--- src/hdl/reg_bank_defs.svh ---
/*
 * register bank widths and register map
 * reset values and device ID
 * access permission codes, one bit per mode
 */
`ifndef REG_BANK_DEFS_SVH
`define REG_BANK_DEFS_SVH

// ==============================
// bus widths
// ==============================
`define REG_AW          7
`define REG_DW          8
`define REG_NUM_CELLS   7

// ==============================
// register map
// ==============================
`define REG_ADDR_DEVICE_ID  7'h00
`define REG_ADDR_MODE       7'h01
`define REG_ADDR_CONFIG1    7'h02
`define REG_ADDR_CONFIG2    7'h03
`define REG_ADDR_STATUS1    7'h08
`define REG_ADDR_MASK1      7'h09
`define REG_ADDR_STATUS2    7'h0A
`define REG_ADDR_MASK2      7'h0B

// mode bit 0 low holds the bank in soft reset
`define REG_MODE_RST        8'h10
`define REG_CONFIG1_RST     8'h2B
`define REG_CONFIG2_RST     8'hFF
`define REG_MASK_RST        8'h00
`define REG_STATUS_RST      8'h00

`define REG_DEVICE_ID       8'hA3

// ==============================
// permissions {test, cfg, spi}
// ==============================
`define PERM_RW_CTRL_WR     3'b111
`define PERM_RW_CTRL_RD     3'b101
`define PERM_CFG_WR         3'b110
`define PERM_CFG_RD         3'b101
`define PERM_STATUS_WR      3'b011
`define PERM_STATUS_RD      3'b101
`define PERM_ID_RD          3'b101

`endif

--- src/hdl/reg_bus_pkg.sv ---
/*
 * host bus types: request, response
 * access-mode enables and permission codes
 * permission check helper
 */
`include "reg_bank_defs.svh"

package reg_bus_pkg;

    // host request, 17 bits
    typedef struct packed {
        logic                ren;
        logic                wen;
        logic [`REG_AW-1:0]  addr;
        logic [`REG_DW-1:0]  wdata;
    } reg_req_t;

    // host response, 10 bits
    typedef struct packed {
        logic                wack;
        logic                rack;
        logic [`REG_DW-1:0]  rdata;
    } reg_rsp_t;

    // level enables from the access state
    typedef struct packed {
        logic test_en;
        logic cfg_en;
        logic spi_en;
    } reg_access_t;

    typedef struct packed {
        logic test;
        logic cfg;
        logic spi;
    } reg_perm_t;

    // any enabled mode that the register allows
    function automatic logic access_ok(input reg_perm_t perm, input reg_access_t acc);
        return (perm.test & acc.test_en) | (perm.cfg & acc.cfg_en) | (perm.spi & acc.spi_en);
    endfunction

endpackage

--- src/hdl/reg_map_pkg.sv ---
/*
 * register content types
 * mode register fields
 * bundled register view for the inner logic
 */
`include "reg_bank_defs.svh"

package reg_map_pkg;

    typedef logic [`REG_DW-1:0] reg_word_t;

    // ==============================
    // mode register
    // ==============================
    // soft_run low keeps the rest of the bank in reset
    typedef struct packed {
        logic [6:0] op_mode;
        logic       soft_run;
    } mode_reg_t;

    // ==============================
    // register view, 56 bits
    // ==============================
    typedef struct packed {
        mode_reg_t  mode;
        reg_word_t  config1;
        reg_word_t  config2;
        // event flags, write 1 to clear
        reg_word_t  status1;
        reg_word_t  mask1;
        reg_word_t  status2;
        reg_word_t  mask2;
    } reg_out_t;

endpackage

--- src/hdl/reg_reset_merge.sv ---
/*
 * bank reset from hard reset and soft-run bit
 * asserts at once, releases after two clock edges
 */
module reg_reset_merge (
    input  logic i_clk,
    input  logic i_arst_n,
    input  logic i_soft_run,
    output logic o_rst_n
);

    logic       merged_n;
    logic [1:0] sync_q;

    // either source pulls the bank into reset
    assign merged_n = i_arst_n & i_soft_run;

    always_ff @(posedge i_clk or negedge merged_n) begin
        if (!merged_n) begin
            sync_q <= 2'b00;
        end else begin
            sync_q <= {sync_q[0], 1'b1};
        end
    end

    // release on second edge
    assign o_rst_n = sync_q[1];

endmodule

--- src/hdl/reg_rw_cell.sv ---
/*
 * single read/write register
 * address match and permission gating
 * gated combinational read data
 */
`include "reg_bank_defs.svh"

module reg_rw_cell #(
    parameter logic [`REG_AW-1:0]     ADDR    = '0,
    parameter logic [`REG_DW-1:0]     RST_VAL = '0,
    parameter reg_bus_pkg::reg_perm_t WR_PERM = '0,
    parameter reg_bus_pkg::reg_perm_t RD_PERM = '0
) (
    input  logic                      i_clk,
    input  logic                      i_rst_n,
    input  reg_bus_pkg::reg_req_t     i_req,
    input  reg_bus_pkg::reg_access_t  i_access,
    output logic [`REG_DW-1:0]        o_value,
    output logic [`REG_DW-1:0]        o_rdata
);

    logic               hit;
    logic               wr_en;
    logic               rd_en;
    logic [`REG_DW-1:0] value_q;

    // ==============================
    // decode
    // ==============================
    assign hit   = (i_req.addr == ADDR);
    assign wr_en = i_req.wen & hit & reg_bus_pkg::access_ok(WR_PERM, i_access);
    assign rd_en = i_req.ren & hit & reg_bus_pkg::access_ok(RD_PERM, i_access);

    // ==============================
    // storage
    // ==============================
    always_ff @(posedge i_clk or negedge i_rst_n) begin
        if (!i_rst_n) begin
            value_q <= RST_VAL;
        end else if (wr_en) begin
            value_q <= i_req.wdata;
        end
    end

    assign o_value = value_q;

    // zero unless this cell is read and allowed
    assign o_rdata = rd_en ? value_q : '0;

endmodule

--- src/hdl/reg_rwc_cell.sv ---
/*
 * single status register
 * event bits set, permitted write of 1 clears
 * gated combinational read data
 */
`include "reg_bank_defs.svh"

module reg_rwc_cell #(
    parameter logic [`REG_AW-1:0]     ADDR    = '0,
    parameter reg_bus_pkg::reg_perm_t WR_PERM = '0,
    parameter reg_bus_pkg::reg_perm_t RD_PERM = '0
) (
    input  logic                      i_clk,
    input  logic                      i_rst_n,
    input  reg_bus_pkg::reg_req_t     i_req,
    input  reg_bus_pkg::reg_access_t  i_access,
    input  logic [`REG_DW-1:0]        i_evt,
    output logic [`REG_DW-1:0]        o_value,
    output logic [`REG_DW-1:0]        o_rdata
);

    logic               hit;
    logic               wr_en;
    logic               rd_en;
    logic [`REG_DW-1:0] clr_mask;
    logic [`REG_DW-1:0] status_q;

    assign hit   = (i_req.addr == ADDR);
    assign wr_en = i_req.wen & hit & reg_bus_pkg::access_ok(WR_PERM, i_access);
    assign rd_en = i_req.ren & hit & reg_bus_pkg::access_ok(RD_PERM, i_access);

    // bits written as 1 are cleared
    assign clr_mask = wr_en ? i_req.wdata : '0;

    // ==============================
    // status flags
    // ==============================
    // event applied after clear, so a set in the same cycle wins
    always_ff @(posedge i_clk or negedge i_rst_n) begin
        if (!i_rst_n) begin
            status_q <= `REG_STATUS_RST;
        end else begin
            status_q <= (status_q & ~clr_mask) | i_evt;
        end
    end

    assign o_value = status_q;
    assign o_rdata = rd_en ? status_q : '0;

endmodule

--- src/hdl/reg_read_mux.sv ---
/*
 * read-only device ID
 * OR-combine of cell read data
 * registered read data, read and write acknowledges
 */
`include "reg_bank_defs.svh"

module reg_read_mux (
    input  logic                                    i_clk,
    input  logic                                    i_arst_n,
    input  reg_bus_pkg::reg_req_t                   i_req,
    input  reg_bus_pkg::reg_access_t                i_access,
    input  logic [`REG_NUM_CELLS-1:0][`REG_DW-1:0]  i_cell_rdata,
    output reg_bus_pkg::reg_rsp_t                   o_rsp
);

    logic               id_rd_en;
    logic [`REG_DW-1:0] id_rdata;
    logic [`REG_DW-1:0] cell_or;
    logic [`REG_DW-1:0] rdata_d;

    // ==============================
    // device ID
    // ==============================
    assign id_rd_en = i_req.ren & (i_req.addr == `REG_ADDR_DEVICE_ID) &
                      reg_bus_pkg::access_ok(`PERM_ID_RD, i_access);
    assign id_rdata = id_rd_en ? `REG_DEVICE_ID : '0;

    // cells drive zero when not selected
    always_comb begin
        cell_or = '0;
        for (int i = 0; i < `REG_NUM_CELLS; i++) begin
            cell_or = cell_or | i_cell_rdata[i];
        end
    end

    assign rdata_d = id_rdata | cell_or;

    // ==============================
    // response register
    // ==============================
    // hard reset only, acks keep running during soft reset
    always_ff @(posedge i_clk or negedge i_arst_n) begin
        if (!i_arst_n) begin
            o_rsp.wack  <= 1'b0;
            o_rsp.rack  <= 1'b0;
            o_rsp.rdata <= '0;
        end else begin
            o_rsp.wack  <= i_req.wen;
            o_rsp.rack  <= i_req.ren;
            o_rsp.rdata <= rdata_d;
        end
    end

endmodule

--- src/hdl/reg_bank_top.sv ---
/*
 * control register bank top level
 * reset merge, register cells, read path
 */
`include "reg_bank_defs.svh"

module reg_bank_top (
    input  logic                      i_clk,
    input  logic                      i_arst_n,
    input  reg_bus_pkg::reg_req_t     i_req,
    input  reg_bus_pkg::reg_access_t  i_access,
    input  logic [`REG_DW-1:0]        i_evt_status1,
    input  logic [`REG_DW-1:0]        i_evt_status2,
    output reg_bus_pkg::reg_rsp_t     o_rsp,
    output reg_map_pkg::reg_out_t     o_regs,
    output logic                      o_rst_n
);

    reg_map_pkg::mode_reg_t                mode_val;
    logic [`REG_DW-1:0]                    config1_val;
    logic [`REG_DW-1:0]                    config2_val;
    logic [`REG_DW-1:0]                    status1_val;
    logic [`REG_DW-1:0]                    mask1_val;
    logic [`REG_DW-1:0]                    status2_val;
    logic [`REG_DW-1:0]                    mask2_val;
    logic [`REG_NUM_CELLS-1:0][`REG_DW-1:0] cell_rdata;
    logic                                  bank_rst_n;

    // ==============================
    // reset
    // ==============================
    reg_reset_merge u_rst_merge (
        .i_clk      (i_clk),
        .i_arst_n   (i_arst_n),
        .i_soft_run (mode_val.soft_run),
        .o_rst_n    (bank_rst_n)
    );

    assign o_rst_n = bank_rst_n;

    // mode sits on hard reset, it holds the soft reset bit
    reg_rw_cell #(
        .ADDR    (`REG_ADDR_MODE),
        .RST_VAL (`REG_MODE_RST),
        .WR_PERM (`PERM_RW_CTRL_WR),
        .RD_PERM (`PERM_RW_CTRL_RD)
    ) u_mode (
        .i_clk    (i_clk),
        .i_rst_n  (i_arst_n),
        .i_req    (i_req),
        .i_access (i_access),
        .o_value  (mode_val),
        .o_rdata  (cell_rdata[0])
    );

    // ==============================
    // configuration and mask
    // ==============================
    reg_rw_cell #(
        .ADDR    (`REG_ADDR_CONFIG1),
        .RST_VAL (`REG_CONFIG1_RST),
        .WR_PERM (`PERM_CFG_WR),
        .RD_PERM (`PERM_CFG_RD)
    ) u_config1 (
        .i_clk    (i_clk),
        .i_rst_n  (bank_rst_n),
        .i_req    (i_req),
        .i_access (i_access),
        .o_value  (config1_val),
        .o_rdata  (cell_rdata[1])
    );

    reg_rw_cell #(
        .ADDR    (`REG_ADDR_CONFIG2),
        .RST_VAL (`REG_CONFIG2_RST),
        .WR_PERM (`PERM_CFG_WR),
        .RD_PERM (`PERM_CFG_RD)
    ) u_config2 (
        .i_clk    (i_clk),
        .i_rst_n  (bank_rst_n),
        .i_req    (i_req),
        .i_access (i_access),
        .o_value  (config2_val),
        .o_rdata  (cell_rdata[2])
    );

    reg_rw_cell #(
        .ADDR    (`REG_ADDR_MASK1),
        .RST_VAL (`REG_MASK_RST),
        .WR_PERM (`PERM_CFG_WR),
        .RD_PERM (`PERM_CFG_RD)
    ) u_mask1 (
        .i_clk    (i_clk),
        .i_rst_n  (bank_rst_n),
        .i_req    (i_req),
        .i_access (i_access),
        .o_value  (mask1_val),
        .o_rdata  (cell_rdata[4])
    );

    reg_rw_cell #(
        .ADDR    (`REG_ADDR_MASK2),
        .RST_VAL (`REG_MASK_RST),
        .WR_PERM (`PERM_CFG_WR),
        .RD_PERM (`PERM_CFG_RD)
    ) u_mask2 (
        .i_clk    (i_clk),
        .i_rst_n  (bank_rst_n),
        .i_req    (i_req),
        .i_access (i_access),
        .o_value  (mask2_val),
        .o_rdata  (cell_rdata[6])
    );

    // ==============================
    // status
    // ==============================
    reg_rwc_cell #(
        .ADDR    (`REG_ADDR_STATUS1),
        .WR_PERM (`PERM_STATUS_WR),
        .RD_PERM (`PERM_STATUS_RD)
    ) u_status1 (
        .i_clk    (i_clk),
        .i_rst_n  (bank_rst_n),
        .i_req    (i_req),
        .i_access (i_access),
        .i_evt    (i_evt_status1),
        .o_value  (status1_val),
        .o_rdata  (cell_rdata[3])
    );

    reg_rwc_cell #(
        .ADDR    (`REG_ADDR_STATUS2),
        .WR_PERM (`PERM_STATUS_WR),
        .RD_PERM (`PERM_STATUS_RD)
    ) u_status2 (
        .i_clk    (i_clk),
        .i_rst_n  (bank_rst_n),
        .i_req    (i_req),
        .i_access (i_access),
        .i_evt    (i_evt_status2),
        .o_value  (status2_val),
        .o_rdata  (cell_rdata[5])
    );

    // read path on hard reset
    reg_read_mux u_read_mux (
        .i_clk        (i_clk),
        .i_arst_n     (i_arst_n),
        .i_req        (i_req),
        .i_access     (i_access),
        .i_cell_rdata (cell_rdata),
        .o_rsp        (o_rsp)
    );

    assign o_regs = '{
        mode:    mode_val,
        config1: config1_val,
        config2: config2_val,
        status1: status1_val,
        mask1:   mask1_val,
        status2: status2_val,
        mask2:   mask2_val
    };

endmodule

--- config.mk ---
export PLATFORM = sky130hd
export DESIGN_NAME = reg_bank_top
export DESIGN_NICKNAME = d
export VERILOG_FILES = /design/src/hdl/reg_bus_pkg.sv /design/src/hdl/reg_map_pkg.sv /design/src/hdl/reg_reset_merge.sv /design/src/hdl/reg_rw_cell.sv /design/src/hdl/reg_rwc_cell.sv /design/src/hdl/reg_read_mux.sv /design/src/hdl/reg_bank_top.sv
export VERILOG_INCLUDE_DIRS = /design/src /design/src/hdl
export SDC_FILE = /design/constraint.sdc
export NUM_CORES = 1
export LEC_CHECK = 0
export BUFFER_PORTS_ARGS = -buffer_cell sky130_fd_sc_hd__buf_4
export CELL_PAD_IN_SITES_DETAIL_PLACEMENT = 1
export CELL_PAD_IN_SITES_GLOBAL_PLACEMENT = 2
export CORE_AREA = 2 2 106 108
export DETAILED_ROUTE_END_ITERATION = 8
export DIE_AREA = 0 0 108 110
export PLACE_DENSITY = 0.83
export SETUP_SLACK_MARGIN = 0.5
export SYNTH_ARGS = -nofsm -noshare
export SYNTH_HDL_FRONTEND = slang
export SYNTH_SLANG_ARGS = --single-unit
--- constraint.sdc ---
create_clock -name i_clk -period 1.85 [get_ports i_clk]
set_clock_uncertainty 0.05 [all_clocks]
set_input_delay 0.2775 -clock i_clk [delete_from_list [all_inputs] [get_ports i_clk]]
set_output_delay 0.2775 -clock i_clk [all_outputs]
set_load 0.02 [all_outputs]
Yosys cells after proc, flatten, opt, wreduce, memory -nomap -nowiden
Cells that the tools add are included.
- eq/ne operators: 7
- muxes and demuxes: 10
- bitwise operators: 48
- reduce and logical (&&, ||, !) cells: 1
- operators by type and width (cell ; number):
    $mux W8 ; 10
    $or A8 B8 Y8 ; 9
    $and A1 B1 Y1 ; 31
    $eq A7 B4 Y1 const B ; 4
    $and A8 B8 Y8 ; 2
    $not A8 Y8 ; 2
    $eq A7 B2 Y1 const B ; 2
    $eq A7 B1 Y1 const B ; 1
    $logic_not A7 Y1 ; 1
    $or A1 B1 Y1 ; 4
- output and inout bits: 67
- flip-flop bits (word level): 68
- logic and storage cells: 77

Depth between registers and ports, before layout
- depth after elaboration: 11
- gate-level depth with buffers: 5
- gate-level depth less buffers: 3

By module
Synthesis repeated with hierarchy kept, for this count alone.
- cell total of the unflattened synthesis: 304
- area, all modules: 3559.7 um^2
- modules (own cells, without submodules) (module ; seq. area each (um^2) ; area each (um^2) ; cells an instance ; instances):
    reg_rwc_cell at u_status1 ; 200.2 ; 556.8 ; 56 ; 1
    reg_rwc_cell at u_status2 ; 200.2 ; 553.0 ; 57 ; 1
    reg_read_mux ; 250.2 ; 410.4 ; 37 ; 1
    reg_rw_cell at u_config2 ; 210.2 ; 400.4 ; 30 ; 1
    reg_rw_cell at u_config1 ; 205.2 ; 396.6 ; 30 ; 1
    reg_rw_cell at u_mode ; 201.4 ; 395.4 ; 30 ; 1
    reg_rw_cell at u_mask1 ; 200.2 ; 394.1 ; 30 ; 1
    reg_rw_cell at u_mask2 ; 200.2 ; 392.9 ; 30 ; 1
    reg_reset_merge ; 50.0 ; 60.1 ; 4 ; 1

Worst setup path after synthesis
Ideal clock, no wire load.
- path kind: input-to-reg
- from: in i_req[13] in the netlist's numbering
- to: reg u_mask1.value_q[0], in the netlist u_mask1.o_value[0]
- path slack: -0.069 ns
- arrival: 1.744 ns
- cell stages on the path: 5
- cells stage by stage: or3_1 buf_6 or4b_1 buf_6 mux2_4
- word-level cells in the longest chain between the ends: 3
- RTL lines (what ; line ; text):
    start: declaration ; reg_bank_top.sv:10 ; input reg_bus_pkg::reg_req_t i_req,
    $eq A7 B4 Y1 ; reg_rw_cell.sv:30 ; assign hit = (i_req.addr == ADDR);
    $and A1 B1 Y1 (2 in series) ; reg_rw_cell.sv:31 ; assign wr_en = i_req.wen & hit & reg_bus_pkg::access_ok(WR_PERM, i_access);
    end signal: assignment ; reg_rw_cell.sv:41 ; value_q <= i_req.wdata;
    end: declaration ; reg_rw_cell.sv:25 ; logic [`REG_DW-1:0] value_q;
Every way passes these cells.
A chain may end at the register's enable or synchronous reset.

Final worst setup path
- from: in i_req[12] in the netlist's numbering
- to: reg u_mask1.value_q[6], in the netlist u_mask1.o_value[6]
The elaborated chain is that of the path after synthesis.

==> impl_metrics.yaml <==
routing:
  wl_per_cell_um: 21.0
  drc: 0
  drtIter0Drc: 77
  wl_mm: 11.2
  vias: 2631
  final_antenna_net_count: 0
  vias_per_cell: 4.96
  drt-pass1-iter-count: 4
clocking:
  cts_sinks: 68
  cts_tree: "done"
  cts.path.max_buffers: 2
  numCtsBuffers: 9
  htree_levels: 3
  root_buffer: "clkbuf_8"
  clkTransAtPathRegs_ps: 80
  clock_latency_ps: 360
worst_setup_path:
  start_kind: "primary input"
  end_kind: "register"
  worstSetupPathType: "primary input to register"
  cp_data_required_time_ps: 2040
  cp.arrival_ps: 1740
  worstPathMaxFanout: 8
die:
  fp-row-count: 38
  die_area_sq_mm: 0.0119
  initial_core_util: 0.297
  die_y_um: 110
  core_sq_mm: 0.0107
  die-width_um: 108
  ios: 105
global_routing:
  grt_max_degree: 49
  antenna_found_initial: 0
  grt_pass1_wl_mm: 17.0
  grt_usage: 0.196
  grt_overflow: 0
  grt_pass1_vias: 2887
sta:
  worstMarginPinSlew_ps: 649
  fin_crit_ps: 1550
  slew_headroom: 0.567
  clock.fmax_mhz: 646
  hold_viol: 0
  fin_ws_ps: 301
  setup_viol: 0
  rsz0062_at_grt: "true"
  tns_ps: 0
  fin_crit_sh: 0.837
  slew_violations: 0
place:
  io_buffers: 104
  dp_hpwl_mm: 7.92
  pre_cts_ws_ps: -191
  dpl_cell_area_sq_mm: 0.00438
  place.gp.congestion: 0.800
power_and_ir_drop:
  p_per_area_mw_per_mm2: 701
  p_sw_mw: 1.03
  peakVddDrop_v: 0.000308
  pwr-share-comb: 0.185
  clock_power_share: 0.339
  p_total_mw: 3.44
  swShare: 0.301
  p_leak_nw: 2.28
  pwr-share-seq: 0.475
  p_int_mw: 2.40
layout:
  num_antenna_cells: 0
  area_growth_syn_to_layout_pct: 54.3
  final_area_sq_mm: 0.00490
  final_nets: 423
  num-fill-cells: 1142
  drive_gt1_frac: 0.623
yosys:
  postSynthAreaPerCell_sq_um: 13.5
  synth_nets: 273
  synth-seq-area-share: 0.541
  ys_types: 40
  yosysWarnings: 0
  synth_cells: 235
  syn_area_sq_mm: 0.00318
  synth-seq-cells: 68
status:
  status: "completed"
run:
  maxCapViolCount: 0
min_path:
  hp-class: "primary input to register"
-- worst max-delay path: stages --
cell and delay, ps:
buf_6 90, or3_4 390, or4b_4 510, buf_12 170
mux2_4 300
-- layer usage --
metal / global-route usage / share of wire / vias to the layer above
met5: 0 / 0 / -
met4: 0.0824 / 0.018 / 0
met3: 0.0394 / 0.058 / 16
met2: 0.334 / 0.49 / 88
met1: 0.244 / 0.43 / 1345
li1: - / - / 1182
-- kinds of logic (layout without fill, tap and decap cells) --
kind of cell           after synthesis  after routing  synth area share
AO/OA/AOI/OAI                       27             27            0.0591
flip-flops                          68             68             0.541
multiplexers                        57             57             0.234
other                                1              1           0.00118
buffers and inverters               21            176            0.0315
AND/OR/NAND/NOR                     61             61             0.133
-- registers in the layout, summed over array words and instances (netlist names) --
signal              cells
u_rst_merge.sync_q      2
u_status1.o_value       8
u_mask2.o_value         8
u_status2.o_value       8
u_read_mux.o_rsp       10
u_config2.o_value       8
u_mask1.o_value         8
u_config1.o_value       8
u_mode.o_value          8
-- Yosys cell counts (all sizes together) --
cell type	instances	area, sq um
a21o	8	60.1
a22oi	2	15.0
a31oi	8	50.1
and2	5	31.3
and3	1	6.26
buf	7	47.6
clkbuf	6	22.5
conb	1	3.75
dfrtp	55	1380
dfstp	13	342
inv	8	30.0
mux2	45	537
mux2i	5	50.1
mux4	7	158
nand2	1	3.75
nand2b	1	6.26
nand3	2	10.0
nand3b	2	15.0
nand4	13	81.3
nand4b	9	85.1
nor2	14	52.6
nor2b	2	12.5
nor3b	2	15.0
nor4	2	27.5
nor4b	3	47.5
o211ai	1	7.51
o21a	2	15.0
o21ai	2	10.0
o31ai	4	30.0
or3	2	12.5
or4	1	7.51
or4b	1	10.0
-- cell type report --
| type | instances | area (sq um) | area share |
|---|---|---|---|
| Clock buffer | 9 | 124 | 0.0253 |
| Tap cell | 140 | 175 | 0.0357 |
| Inverter | 8 | 30.0 | 0.00612 |
| Clock inverter | 7 | 58.8 | 0.0120 |
| Timing Repair Buffer | 152 | 1300 | 0.265 |
| Sequential cell | 68 | 1720 | 0.351 |
| Multi-Input combinational cell | 146 | 1500 | 0.305 |
-- path summary, 6_finish.rpt --
path                                            start  cells past startpoint                    end  slack [ps]
worst max register to register   u_config2.o_value[2]                      4    u_read_mux.o_rsp[2]         500
max in group asynchronous       u_rst_merge.sync_q[1]                      1     u_mask1.o_value[4]         970
worst max-delay path                        i_req[12]                      5     u_mask1.o_value[6]         300
min in group asynchronous                    i_arst_n                      2    u_read_mux.o_rsp[2]         290
worst min register to register      u_mode.o_value[0]                      2  u_rst_merge.sync_q[0]         310
worst min-delay path                 i_evt_status1[6]                      2   u_status1.o_value[6]          40
-- stage by stage --
step | hold slack, ps | cells | utilization
6_report | 38.9 | 530 | 0.458
5_1_grt | 27.7 | 530 | 0.458
4_1_cts | 24.0 | 527 | 0.448
3_5_place_dp | 133 | 495 | 0.410
3_3_place_gp | 127 | 495 | 0.410
2_1_floorplan | -68.1 | 235 | -
-- what timing repair did --
item                       in CTS  in global routing
hold endpoints to repair       20                  0
hold buffers                    3                  0
buffers inserted               13                  2
pin swaps                       5                  9
gates resized for setup        25                 21
cloned                          0                  1
setup endpoints to repair      64                 76
-- power groups by stage --
stage / sequential (mW) / clock [mW] / combinational [mW]
2_1_floorplan: 1.73 / 0 / 0.195
3_3_place_gp: 1.66 / 0 / 0.559
3_5_place_dp: 1.66 / 0 / 0.573
4_1_cts: 1.63 / 1.20 / 0.621
5_1_grt: 1.64 / 1.26 / 0.679
6_report: 1.63 / 1.17 / 0.637
-- cells in the final DEF, fill, tap and decap left out, types with 2 or more instances in the layout --
cell / instances
a21o_1: 8
nor4_4: 2
dfstp_2: 13
nor2_1: 14
and2_1: 5
clkbuf_8: 9
o21a_1: 2
nand4b_1: 8
inv_1: 8
mux2i_1: 5
dfrtp_1: 54
o31ai_1: 4
dlygate4sd3_1: 3
buf_4: 115
mux2_2: 22
buf_6: 29
mux2_4: 23
inv_6: 3
a22oi_1: 2
mux4_2: 7
nand3_1: 2
clkinvlp_4: 2
clkinv_4: 2
nand3b_1: 2
nand4_1: 13
nor2b_1: 2
nor4b_4: 2
a31oi_1: 7
buf_12: 3
(Power assumes the default switching activity.)
